--- src/common/imgproc_macros.svh ---
// frame size, message interval, fifo depth, register map, id and default colour constants
`ifndef IMGPROC_MACROS_SVH
`define IMGPROC_MACROS_SVH

////////////////////////////////////////////////////////////
// frame geometry in pixels
`define IMG_W 640
`define IMG_H 480

////////////////////////////////////////////////////////////
// message path
// frames between two box messages
`define MSG_INTERVAL 6
`define MSG_FIFO_DEPTH 256
// fill level width, holds 0 up to the full depth
`define MSG_LEVEL_W 9
// ascii "RBB", first word of each message
`define RED_BOX_MSG_ID {8'h00, "RBB"}

////////////////////////////////////////////////////////////
// register map on the 3-bit address bus
`define REG_STATUS 3'd0
`define REG_MSG 3'd1
`define REG_ID 3'd2
`define REG_BBCOL 3'd3

`define DEVICE_ID 32'h1234_EEE2
// green box after reset
`define BB_COL_DEFAULT 24'h00ff00

`endif

--- src/common/video_pkg.sv ---
// video path types: coordinate, rgb pixel, stream beat, red pixel test
package video_pkg;

  // pixel coordinate, covers 0..2047
  typedef logic [10:0] coord_t;

  // red in the top byte, blue in the bottom byte
  typedef struct packed {
    logic [7:0] r;
    logic [7:0] g;
    logic [7:0] b;
  } pixel_t;

  // one stream beat with packet flags
  typedef struct packed {
    pixel_t pix;
    logic sop;
    logic eop;
  } beat_t;

  // strongly red: red msb set, green and blue msb clear
  function automatic logic is_red(pixel_t p);
    return p.r[7] & ~p.g[7] & ~p.b[7];
  endfunction

endpackage

--- src/common/imgproc_ifs.sv ---
// box_if and msg_if interfaces with their modports
`timescale 1ns/1ps
`include "imgproc_macros.svh"

////////////////////////////////////////////////////////////
// latched bounding box of the previous video frame
interface box_if;
  video_pkg::coord_t left;
  video_pkg::coord_t right;
  video_pkg::coord_t top;
  video_pkg::coord_t bottom;
  // single cycle, accepted eop of a video packet
  logic frame_done;

  modport tracker (output left, right, top, bottom, frame_done);
  modport overlay (input left, right, top, bottom);
  modport writer (input left, right, top, bottom, frame_done);
endinterface


--- src/tracker/pixel_overlay.sv ---
// grey conversion, red highlight and bounding box lines for one beat
`timescale 1ns/1ps

module pixel_overlay (
  input video_pkg::beat_t beat_in,
  input video_pkg::coord_t x,
  input video_pkg::coord_t y,
  input logic packet_video,
  input logic mode,
  input video_pkg::pixel_t bb_col,
  box_if.overlay box,
  output video_pkg::beat_t beat_out
);

  logic [7:0] grey;
  logic on_box;
  video_pkg::pixel_t high_pix;
  video_pkg::pixel_t new_pix;

  // grey = g/2 + r/4 + b/4, max 253
  assign grey = {1'b0, beat_in.pix.g[7:1]} + {2'b00, beat_in.pix.r[7:2]}
              + {2'b00, beat_in.pix.b[7:2]};

  // red stays pure red, everything else grey
  assign high_pix = video_pkg::is_red(beat_in.pix) ? '{r: 8'hff, g: 8'h00, b: 8'h00}
                                                    : '{r: grey, g: grey, b: grey};

  // any of the four box lines
  assign on_box = (x == box.left) | (x == box.right) | (y == box.top) | (y == box.bottom);

  // box lines win over the highlight
  assign new_pix = on_box ? bb_col : high_pix;

  // sop carries the packet descriptor, leave it alone
  always_comb begin
    beat_out = beat_in;
    if (mode && !beat_in.sop && packet_video) begin
      beat_out.pix = new_pix;
    end
  end

endmodule

--- src/flat_wrapper.sv ---
// flat-port wrapper written by rule: the top's interface ports become plain ports
module pixel_overlay_flat 
  (beat_in, x, y, packet_video, mode, bb_col, beat_out, box_left, box_right, box_top, box_bottom);
  box_if box_i ();
  input video_pkg::beat_t beat_in;
  input video_pkg::coord_t x;
  input video_pkg::coord_t y;
  input logic packet_video;
  input logic mode;
  input video_pkg::pixel_t bb_col;
  output video_pkg::beat_t beat_out;
  input wire logic [$bits(box_i.left)-1:0] box_left;
  input wire logic [$bits(box_i.right)-1:0] box_right;
  input wire logic [$bits(box_i.top)-1:0] box_top;
  input wire logic [$bits(box_i.bottom)-1:0] box_bottom;
  assign box_i.left = box_left;
  assign box_i.right = box_right;
  assign box_i.top = box_top;
  assign box_i.bottom = box_bottom;
  pixel_overlay u_core (.beat_in(beat_in), .x(x), .y(y), .packet_video(packet_video), .mode(mode), .bb_col(bb_col), .box(box_i), .beat_out(beat_out));
endmodule
--- config.mk ---
export PLATFORM = sky130hd
export DESIGN_NAME = pixel_overlay_flat
export DESIGN_NICKNAME = d
export VERILOG_FILES = /design/src/common/video_pkg.sv /design/src/common/imgproc_ifs.sv /design/src/tracker/pixel_overlay.sv /design/src/flat_wrapper.sv
export VERILOG_INCLUDE_DIRS = /design/src /design/src/common
export SDC_FILE = /design/constraint.sdc
export NUM_CORES = 1
export LEC_CHECK = 0
export BUFFER_PORTS_ARGS = -buffer_cell sky130_fd_sc_hd__buf_4
export CAP_MARGIN = 20
export CORE_ASPECT_RATIO = 2
export CORE_MARGIN = 2
export CORE_UTILIZATION = 37
export DETAILED_ROUTE_END_ITERATION = 8
export PLACE_DENSITY = 0.84
export SYNTH_ARGS = -nofsm -noshare
export SYNTH_HDL_FRONTEND = slang
export SYNTH_SLANG_ARGS = --single-unit
--- constraint.sdc ---
create_clock -name vclk -period 4.6
set_input_delay 0.92 -clock vclk [all_inputs]
set_output_delay 0.92 -clock vclk [all_outputs]
set_load 0.03 [all_outputs]
==> results of run 1 <==
final cells by class:
class | instances | area, sq um | area share
inverters | 20 | 75.1 | 0.0304
well taps | 49 | 61.3 | 0.0248
repair buffers | 143 | 1070 | 0.435
multi-input cells | 148 | 1260 | 0.510
how the worst max path moves through the flow:
stage,from,to,slack [ns],cells past startpoint
floorplan,beat_in[5],beat_out[23],0.39,7
global placement,beat_in[5],beat_out[15],0.33,10
detailed placement,beat_in[5],beat_out[7],0.28,10
CTS,beat_in[5],beat_out[7],0.28,10
global route,beat_in[5],beat_out[7],0.15,10
finish,beat_in[5],beat_out[7],0.26,10
logic make-up after synthesis:
kind of cell | synth area share
AO/OA/AOI/OAI | 0.276
XOR/XNOR | 0.301
adder cells (fa/ha/maj) | 0.157
buffers and inverters | 0.0795
AND/OR/NAND/NOR | 0.186
report_power, final:
part,switching [mW],total [mW],internal [mW]
clock network,0,0,0
logic,0.157,0.311,0.155
registers,0,0,0
total,0.157,0.311,0.155
per-layer routing:
layer	part of all wire	wire, um	vias up	global-route usage
met3	0.084	459	20	0.0301
li1	-	-	901	-
met1	0.33	1800	833	0.256
met5	0	0	-	0
met4	0.032	172	0	0.0579
met2	0.55	3020	103	0.466
stage by stage:
step / std cells / utilization / power (mW) / hold slack, ns
2_1_floorplan: 173 / - / 0.167 / 1.97
3_3_place_gp: 360 / 0.692 / 0.303 / 1.84
3_5_place_dp: 360 / 0.692 / 0.310 / 1.84
4_1_cts: 360 / 0.692 / 0.311 / 1.84
5_1_grt: 360 / 0.692 / 0.336 / 1.84
6_report: 360 / 0.692 / 0.311 / 1.84
synth_stat cells, types with 3 or more instances:
master,count
sky130_fd_sc_hd__a21oi_1,4
sky130_fd_sc_hd__a221o_1,10
sky130_fd_sc_hd__a221oi_1,5
sky130_fd_sc_hd__fa_1,7
sky130_fd_sc_hd__ha_1,6
sky130_fd_sc_hd__inv_1,20
sky130_fd_sc_hd__nand2_1,14
sky130_fd_sc_hd__nand2b_1,3
sky130_fd_sc_hd__nand3_1,3
sky130_fd_sc_hd__nor2_1,10
sky130_fd_sc_hd__nor3_1,4
sky130_fd_sc_hd__nor4_1,8
sky130_fd_sc_hd__o21ai_0,3
sky130_fd_sc_hd__o221ai_1,6
sky130_fd_sc_hd__xnor2_1,4
sky130_fd_sc_hd__xor2_1,43
==> results.md, run 1 <==
Run status:
- The flow ran to the end, and the final reports show no timing, DRC or antenna violations.

Global route:
- The number of antenna violations at the first check in global routing is 0.
- Entering global routing, the biggest net connects 21 pins.
- The overall routing resource usage is 0.244.
- The global-route wire length before repair is 8.02 mm.
- Summed over all layers, the global routing overflow is 0.
- The via count of the first global-routing pass was 1821.

Timing:
- For this run, the top clock speed supported by timing is 230 MHz.
- Setup repair after global routing left no endpoint under its margin.
- The worst relative slew slack is 0.553.
- The actual transition at the worst max-transition pin is 0.668 ns.
- Adding up every negative setup slack in the final design gives 0 ns.
- The share of the clock period used by the worst path is 0.944.
- The final max-slew violation count was 0.
- Setup violations remaining at the end of the flow were counted as 0.
- The minimum period implied by the final worst setup slack is 4.34 ns.
- The final worst slack is 0.258 ns.
- The final hold violation count is 0.

Floorplan:
- The area of the core is 3570 sq um.
- From left edge to right edge, the die measures 47.0 um.
- The number of cell rows is 31.
- The overall die area is 4230 sq um.
- The initial utilization of the core area, before any placement, comes to 0.384.
- The die is 90.0 um tall.
- Pin placement for this block handled 144 I/O pins.

Finish:
- The final-layout clock buffer total is 0.
- The number of inserted filler cells in the final layout is 314.
- The sequential standard cell area is 0 sq um.
- The most common cell after layout, fill and taps aside is sky130_fd_sc_hd__buf_4.
- The repair_antennas step left the layout with diodes totalling 0.
- The top cell types in the final layout, fill and taps aside, are sky130_fd_sc_hd__buf_4 (143), sky130_fd_sc_hd__xor2_1 (43), sky130_fd_sc_hd__inv_1 (20), sky130_fd_sc_hd__nand2_1 (14).
- Of the cells placed in the final design, the portion with a size suffix greater than 1 is 0.495.
- With fillers left out, the area of the finished cells amounts to 2470 sq um.
- Relative to the synthesized area, the layout overhead comes to 80.4%.
- The final net count is 444.
- The sequential cell count of the final layout is 0.

Min path:
- The launch instance of the worst min-delay path is beat_in[0].
- The cell depth of the worst min-delay path is 0.
- The worst hold-check path type is in -> out.
- The worst hold path terminates at beat_out[0].

Routing:
- The total number of vias is 1857.
- The routed wire length is 5.45 mm.
- Once detail routing completed, the nets flagged for antenna violations numbered 0.
- The detailed router finished its first iteration with 29 violations.
- The final routed DRC violation total is 0.
- In the routed layout, each cell is associated on average with a via count of 5.16.
- In the final routed layout, each cell accounts on average for 15.1 um.
- The number of detailed-routing iterations run before antenna repair is 4.

Worst setup path:
- The endpoint arrival time on the critical path is 3.42 ns.
- STA classifies the critical path endpoint as a primary output.
- The critical path's top delay family is adder cells.
- The signal on the critical path passes through buf_4 -> fa_1 -> ha_1 -> fa_1 -> a21o_1 -> a21oi_1 -> xor2_1 -> nor4_1 -> a221o_1 -> buf_4.
- The data required time of the critical path is 3.68 ns.
- The slowest stage of the critical path is the sky130_fd_sc_hd__fa_1 cell.
- The setup path with the least slack is of type in -> out.
- The biggest fanout along the worst timing path is 2.
- The delay of the slowest critical-path stage is 0.49 ns.
- The buffering stage count on the worst path with inverters included is 2.
- The kind of launch point of the worst setup path is a primary input.

Synthesis:
- The count of cell types in the netlist is 34.
- The number of nets in the synthesized netlist is 304.
- The cell area that synthesis handed to floorplanning was 1370 sq um.
- During synthesis, Yosys emitted a total of 0 warnings.
- Summed over all instances, the cell type with the most area after synthesis is sky130_fd_sc_hd__xor2_1.
- Ranked by total cell area, the synthesized netlist is headed by sky130_fd_sc_hd__xor2_1 (28%), sky130_fd_sc_hd__fa_1 (10%), sky130_fd_sc_hd__a221o_1 (7.3%).
- Averaged over all synthesized cells, the footprint is 7.91 sq um.
- The share of the synthesized area in the top cell type is 0.275.
- The number of standard cells after synthesis is 173.
- The share of the Yosys chip area taken by registers is 0.

Placement:
- Detailed placement finished with a half-perimeter wire length of 4.82 mm.
- Input and output buffers added on the ports amount to 142.
- The final estimated routing congestion in global placement is 0.900.
- OpenSTA, run right after detailed placement, puts the worst setup slack at 0.285 ns.
- Summing all placed instances gives a cell area of 2470 sq um.

Power:
- The power density normalized to cell area is 126 nW/um^2.
- The worst-case IR drop observed on VDD is 0.0768 mV.
- Summed over all cells, the static leakage comes to 1.28 nW.

Clocking:
- The count of hold-fix buffers inserted at cts is 0.
- Once the clock tree was built, the setup fixing pass inserted 0 buffers.
- Gates resized during post-CTS repair numbered 0.

Run:
- The number of max-cap violations is 0.
(Power assumes the default switching activity.)
==> run 2: changes to the inputs <==
- BUFFER_PORTS_ARGS: -buffer_cell sky130_fd_sc_hd__buf_4 -> unset
- CORE_AREA: unset -> 2 2 55 57
- CORE_ASPECT_RATIO: 2 -> unset
- CORE_MARGIN: 2 -> unset
- CORE_UTILIZATION: 37 -> unset
- DIE_AREA: unset -> 0 0 57 59
- DONT_BUFFER_PORTS: unset -> 1
- PLACE_DENSITY: 0.84 -> unset
==> run 2 against run 1 <==
Combinational power down 36%. Routed wire length down 31%. Sequential share of layout area unchanged. Via count down 28%. Count of clock-buffer cells in the layout unchanged. Fmax up 4.8%. Die area down 21%. Power down 36%. Flip-flop and latch count unchanged.
==> results.md, run 2 (synthesis gave the netlist of run 1 again) <==
Run status:
- The flow ran to the end, and the final reports show no timing, DRC or antenna violations.

Power:
- The total power was 199 uW (-36%).
- The maximum vdd drop is 0.0801 mV (+4.4%).
- The leakage dissipation is 0.637 nW (-50%).
- The power density normalized to cell area came to 138 nW/um^2 (+9.3%).

Run:
- The number of max-cap violations came to 0 (unchanged).

Timing:
- The number of endpoints failing setup at the final stage was 0 (unchanged).
- The worst slack on hold paths is 1.84 ns (-0.0000300 ns).
- The final worst slack is 0.456 ns (+0.198 ns).
- Setup repair after global routing left no endpoint under its margin.
- The fmax is 241 MHz (+4.8%).
- The worst relative slew slack was 0.529 (-0.0240).
- The minimum period implied by the final worst setup slack is 4.14 ns (-0.198 ns).
- The setup total negative slack is 0 ns (unchanged).
- The share of the clock period used by the worst path came to 0.901 (-0.0430).
- The final max-slew violation count is 0 (unchanged).
- The final hold violation count is 0 (unchanged).
- The actual transition at the worst max-transition pin came to 0.720 ns (+0.0514 ns).

Placement:
- The final estimated routing congestion in global placement is 0.790 (-12%).
- The placement-stage worst setup slack is 0.485 ns (+0.200 ns).
- The count of input and output buffers is 0 (-100%).
- The placed instance count is 208 (-42%).
- The sum of net half-perimeters after detailed placement is 3.26 mm (-32%).
- The placed instance area is 1440 sq um (-42%).

Finish:
- The count of antenna diodes in the layout is 0 (unchanged).
- The share of the core filled with cells is 0.532 (-0.160).
- The final net count is 310 (-30%).
- Leaving out fill and tap cells, the most frequent cells in the layout are sky130_fd_sc_hd__xor2_1 (43), sky130_fd_sc_hd__inv_1 (20), sky130_fd_sc_hd__nand2_1 (14), sky130_fd_sc_hd__nor2_1 (10), sky130_fd_sc_hd__a221o_1 (10).
- The sequential cell count of the final layout came to 0 (unchanged).
- The sequential standard cell area is 0 sq um (unchanged).
- The final-layout clock buffer total is 0 (unchanged).
- The number of inserted filler cells in the final layout is 249 (-21%).
- The area growth from synthesis to final layout is 5.30%.
- The cell area after layout is 1440 sq um (-42%).
- The layout cell share with drive strength beyond 1 was 0.113 (-0.382).
- The most common cell after layout, fill and taps aside is sky130_fd_sc_hd__xor2_1.
- The final instance count without filler cells is 208 (-42%).
- The footprint of the multi-input gates is 1260 sq um (unchanged).

Worst setup path:
- Walking the worst path, the cells encountered are fa_1 -> ha_1 -> fa_1 -> a21o_1 -> a21oi_1 -> xor2_1 -> nor4_1 -> a221o_1.
- The critical path's top delay family is adder cells.
- The data required time of the critical path is 3.68 ns (about the same).
- The critical path capture point is beat_out[7].
- The endpoint arrival time on the critical path was 3.22 ns (-0.20 ns).
- The critical path is of the in -> out type.
- The buffering stage count on the worst path with inverters included was 0 (-2).
- The delay of the slowest critical-path stage was 0.46 ns (-0.03 ns).
- The worst setup path is captured at a primary output.
- The cell at the slowest stage of the critical path is sky130_fd_sc_hd__fa_1.
- Among the stages of the critical path, the cell type that occurs most often is sky130_fd_sc_hd__fa_1.
- The biggest fanout along the worst timing path is 2 (unchanged).
- The kind of launch point of the worst setup path is a primary input.
- The critical path depth is 8 (-2).
- The critical path starts at beat_in[5].

Floorplan:
- The initial core utilization is 0.505 (+0.121).
- The die span in x is 57 um (+21%).
- The die extent in y is 59 um (-34%).
- The I/O pin count is 144 (unchanged).
- The number of cell rows was 19 (-39%).
- The area of the core is 2710 sq um (-24%).
- The overall die area was 3360 sq um (-21%).

Routing:
- The total number of vias is 1328 (-28%).
- The average wire length per cell after detail routing is 18.0 um (+19%).
- The remaining antenna violation count after routing is 0 (unchanged).
- The number of detailed-routing iterations run before antenna repair came to 4 (unchanged).
- The count of routing violations after the opening detailed-route iteration is 45 (+55%).
- The routed wire length came to 3.75 mm (-31%).
- The detailed-route vias per instance is 6.38 (+24%).
- The final routed DRC violation total is 0 (unchanged).

Global route:
- The overall routing resource usage is 0.202 (-0.0427).
- The number of antenna violations at the first check in global routing is 0 (unchanged).
- The via count of the first global-routing pass is 1378 (-24%).
- The final global-route overflow total was 0 (unchanged).
- The largest net degree at the start of global routing came to 21 (unchanged).
- The global-route wire length before repair is 5.62 mm (-30%).

Clocking:
- The total of cells resized after clock tree synthesis is 0 (unchanged).
- The count of hold-fix buffers inserted at cts is 0 (unchanged).
- The post-CTS setup buffer count came to 0 (unchanged).

Min path:
- The worst hold-check path type is in -> out.
run 2: changes by cell type in the layout (fill, tap and decap cells not counted), sizes merged:
cell	before	now
buf	143	9
run 2: layer usage:
layer / track usage / vias to the layer above / part of all wire
met5: 0 / - / 0
li1: - / 635 / -
met1: 0.212 / 599 / 0.35
met2: 0.417 / 86 / 0.54
met3: 0.0284 / 8 / 0.089
met4: 0.0465 / 0 / 0.014
run 2: worst min-delay path by stage:
stage / end / cells after the start / from / slack (ns)
2_1_floorplan: beat_out[0] / 1 / beat_in[0] / 1.97
3_3_place_gp: beat_out[1] / 0 / beat_in[1] / 1.84
3_5_place_dp: beat_out[1] / 0 / beat_in[1] / 1.84
4_1_cts: beat_out[1] / 0 / beat_in[1] / 1.84
5_1_grt: beat_out[0] / 0 / beat_in[0] / 1.84
6_report: beat_out[0] / 0 / beat_in[0] / 1.84
run 2: area by class of cell:
type / count / area share
Inverter: 20 / 0.0521
Multi-Input combinational cell: 148 / 0.874
Tap cell: 31 / 0.0269
Timing Repair Buffer: 9 / 0.0469
run 2: report_power, final:
group | leakage, nW | internal [mW] | switching [mW] | total (mW)
combinational | 0.637 | 0.0774 | 0.121 | 0.199
sequential | 0 | 0 | 0 | 0
clock | 0 | 0 | 0 | 0
==> run 3: changes to the inputs <==
- CORE_AREA: 2 2 55 57 -> unset
- CORE_ASPECT_RATIO: unset -> 2
- CORE_MARGIN: unset -> 2
- CORE_UTILIZATION: unset -> 45
- DIE_AREA: 0 0 57 59 -> unset
==> run 3 against run 2 <==
Critical path depth unchanged. Count of clock-buffer cells in the layout unchanged. Power increased by 2.4%. Cell area increased by 1.5%. Worst hold slack about the same. Non-clock buffer count increased by 3. Routed wire length increased by 10%. Fmax decreased by 0.27%. Utilization decreased by 3.5 points. First-iteration DRC count decreased by 56%. Critical path type unchanged. Highest routed layer unchanged.
==> results.md, run 3 (synthesis gave the netlist of run 1 again) <==
Global route:
- The met3 routing resource usage after global routing came to 0.0220 (-0.00641).
- The final global-route overflow total is 0 (unchanged).
- The most used routing layer is met2.
- The largest net degree at the start of global routing is 21 (unchanged).
- The via count of the first global-routing pass is 1392 (+1.0%).
- The overall routing resource usage is 0.202 (-0.000241).
- The number of antenna violations at the first check in global routing was 0 (unchanged).
- The global-route wire length before repair came to 5.63 mm (+0.25%).
- The fraction of met1 tracks used by global routing is 0.171 (-0.0408).
- The met2 track demand over resource in global routing is 0.461 (+0.0435).

Finish:
- The final-layout clock buffer total was 0 (unchanged).
- Leaving out fill and tap cells, the most frequent cells in the layout are sky130_fd_sc_hd__xor2_1 (43), sky130_fd_sc_hd__inv_1 (20), sky130_fd_sc_hd__nand2_1 (14), sky130_fd_sc_hd__buf_4 (12).
- The count of antenna diodes in the layout was 0 (unchanged).
- The layout cell share with drive strength beyond 1 is 0.128 (+0.0148).
- The sequential cell count of the final layout came to 0 (unchanged).
- The final net count is 313 (+0.97%).
- The sequential standard cell area is 0 sq um (unchanged).
- The most common cell after layout, fill and taps aside is sky130_fd_sc_hd__xor2_1.
- Relative to the synthesized area, the layout overhead comes to 6.86%.

Worst setup path:
- STA classifies the critical path startpoint as a primary input.
- The biggest fanout along the worst timing path is 2 (unchanged).
- The endpoint arrival time on the critical path is 3.24 ns (+0.02 ns).
- The critical path capture point type is a primary output.
- The category of the critical setup timing path is in -> out.
- The data required time of the critical path came to 3.68 ns (about the same).

Floorplan:
- The initial core utilization is 0.465 (-0.0399).
- The number of cell rows is 28 (+9).
- The die extent in y is 82.0 um (+39%).
- The die span in x came to 43 um (-25%).
- The I/O pin count is 144 (unchanged).
- The area of the core is 2940 sq um (+8.6%).
- The overall die area is 3530 sq um (+4.8%).

Power:
- The power density normalized to cell area is 139 nW/um^2 (+0.93%).
- The maximum vdd drop was 0.0769 mV (-4.0%).
- The total power is 203 uW (+2.4%).
- The leakage dissipation is 0.651 nW (+2.3%).

Run status:
- The run finished with clean final reports.

Timing:
- The worst slack on hold paths was 1.84 ns (+0.0000300 ns).
- The fmax is 241 MHz (-0.27%).
- The final max-slew violation count is 0 (unchanged).
- The minimum period implied by the final worst setup slack is 4.16 ns (+0.0113 ns).
- The actual transition at the worst max-transition pin came to 0.690 ns (-0.0301 ns).
- The share of the clock period used by the worst path came to 0.903 (+0.00245).
- The final hold violation count is 0 (unchanged).
- The worst relative slew slack was 0.538 (+0.00893).
- The setup total negative slack was 0 ns (unchanged).
- Setup repair after global routing left no endpoint under its margin.
- The number of endpoints failing setup at the final stage came to 0 (unchanged).
- The final worst slack is 0.445 ns (-0.0113 ns).

Routing:
- The number of detailed-routing iterations run before antenna repair is 4 (unchanged).
- The count of routing violations after the opening detailed-route iteration came to 20 (-56%).
- The total number of vias is 1369 (+3.1%).
- The final routed DRC violation total was 0 (unchanged).
- The remaining antenna violation count after routing is 0 (unchanged).
- The detailed-route vias per instance is 6.52 (+2.1%).
- The average wire length per cell after detail routing is 19.7 um (+9.1%).
- The routed wire length is 4.13 mm (+10%).

Placement:
- The placement-stage worst setup slack came to 0.471 ns (-0.0136 ns).
- The sum of net half-perimeters after detailed placement is 3.70 mm (+13%).
- The final estimated routing congestion in global placement is 0.783 (-0.79%).
- The count of input and output buffers was 0 (unchanged).

Min path:
- The worst hold path begins at beat_in[0].
- The cell depth of the worst min-delay path is 0 (unchanged).
- The worst hold-check path type is in -> out.
- For hold timing, the worst endpoint is beat_out[0].

Run:
- The number of max-cap violations was 0 (unchanged).

Clocking:
- The total of cells resized after clock tree synthesis is 0 (unchanged).
- The post-CTS setup buffer count came to 0 (unchanged).
- The count of hold-fix buffers inserted at cts is 0 (unchanged).
==> run 3: worst max-delay path by stage <==
stage	start	to	slack, ns	depth (start not counted)
2_1_floorplan	beat_in[5]	beat_out[23]	0.39	7
3_3_place_gp	beat_in[5]	beat_out[17]	0.53	9
3_5_place_dp	beat_in[5]	beat_out[15]	0.47	8
4_1_cts	beat_in[5]	beat_out[15]	0.45	8
5_1_grt	beat_in[5]	beat_out[15]	0.33	8
6_report	beat_in[5]	beat_out[15]	0.44	8
==> run 3: final cells by class <==
| cell class | count | area [sq um] |
|---|---|---|
| Fill cell | 302 | 1480 |
| Inverter | 20 | 75.1 |
| Multi-Input combinational cell | 148 | 1260 |
| Tap cell | 30 | 37.5 |
| Timing Repair Buffer | 12 | 90.1 |
==> run 3: critical path, stage by stage <==
cell and delay (ns):
sky130_fd_sc_hd__fa_1 0.46, sky130_fd_sc_hd__ha_1 0.24, sky130_fd_sc_hd__fa_1 0.42, sky130_fd_sc_hd__a21o_1 0.20
sky130_fd_sc_hd__a21oi_1 0.22, sky130_fd_sc_hd__xor2_1 0.12, sky130_fd_sc_hd__nor4_1 0.30, sky130_fd_sc_hd__a221o_1 0.36
==> run 3: through the flow <==
stage | utilization | area (sq um) | cells
global placement | 0.497 | 1460 | 210
detailed placement | 0.497 | 1460 | 210
finish | 0.497 | 1460 | 210
floorplan | - | 1370 | 173
global route | 0.497 | 1460 | 210
CTS | 0.497 | 1460 | 210
==> run 3: power breakdown <==
| part | total, mW | leakage, nW | internal [mW] | switching, mW |
|---|---|---|---|---|
| clock | 0 | 0 | 0 | 0 |
| combinational | 0.203 | 0.651 | 0.0801 | 0.123 |
| sequential | 0 | 0 | 0 | 0 |
| total | 0.203 | 0.651 | 0.0801 | 0.123 |
==> run 3: routing by layer <==
layer  part of all wire  up-vias
met5                  0        -
met4             0.0046        0
met3              0.080        4
met2               0.61       85
met1               0.30      641
li1                   -      639
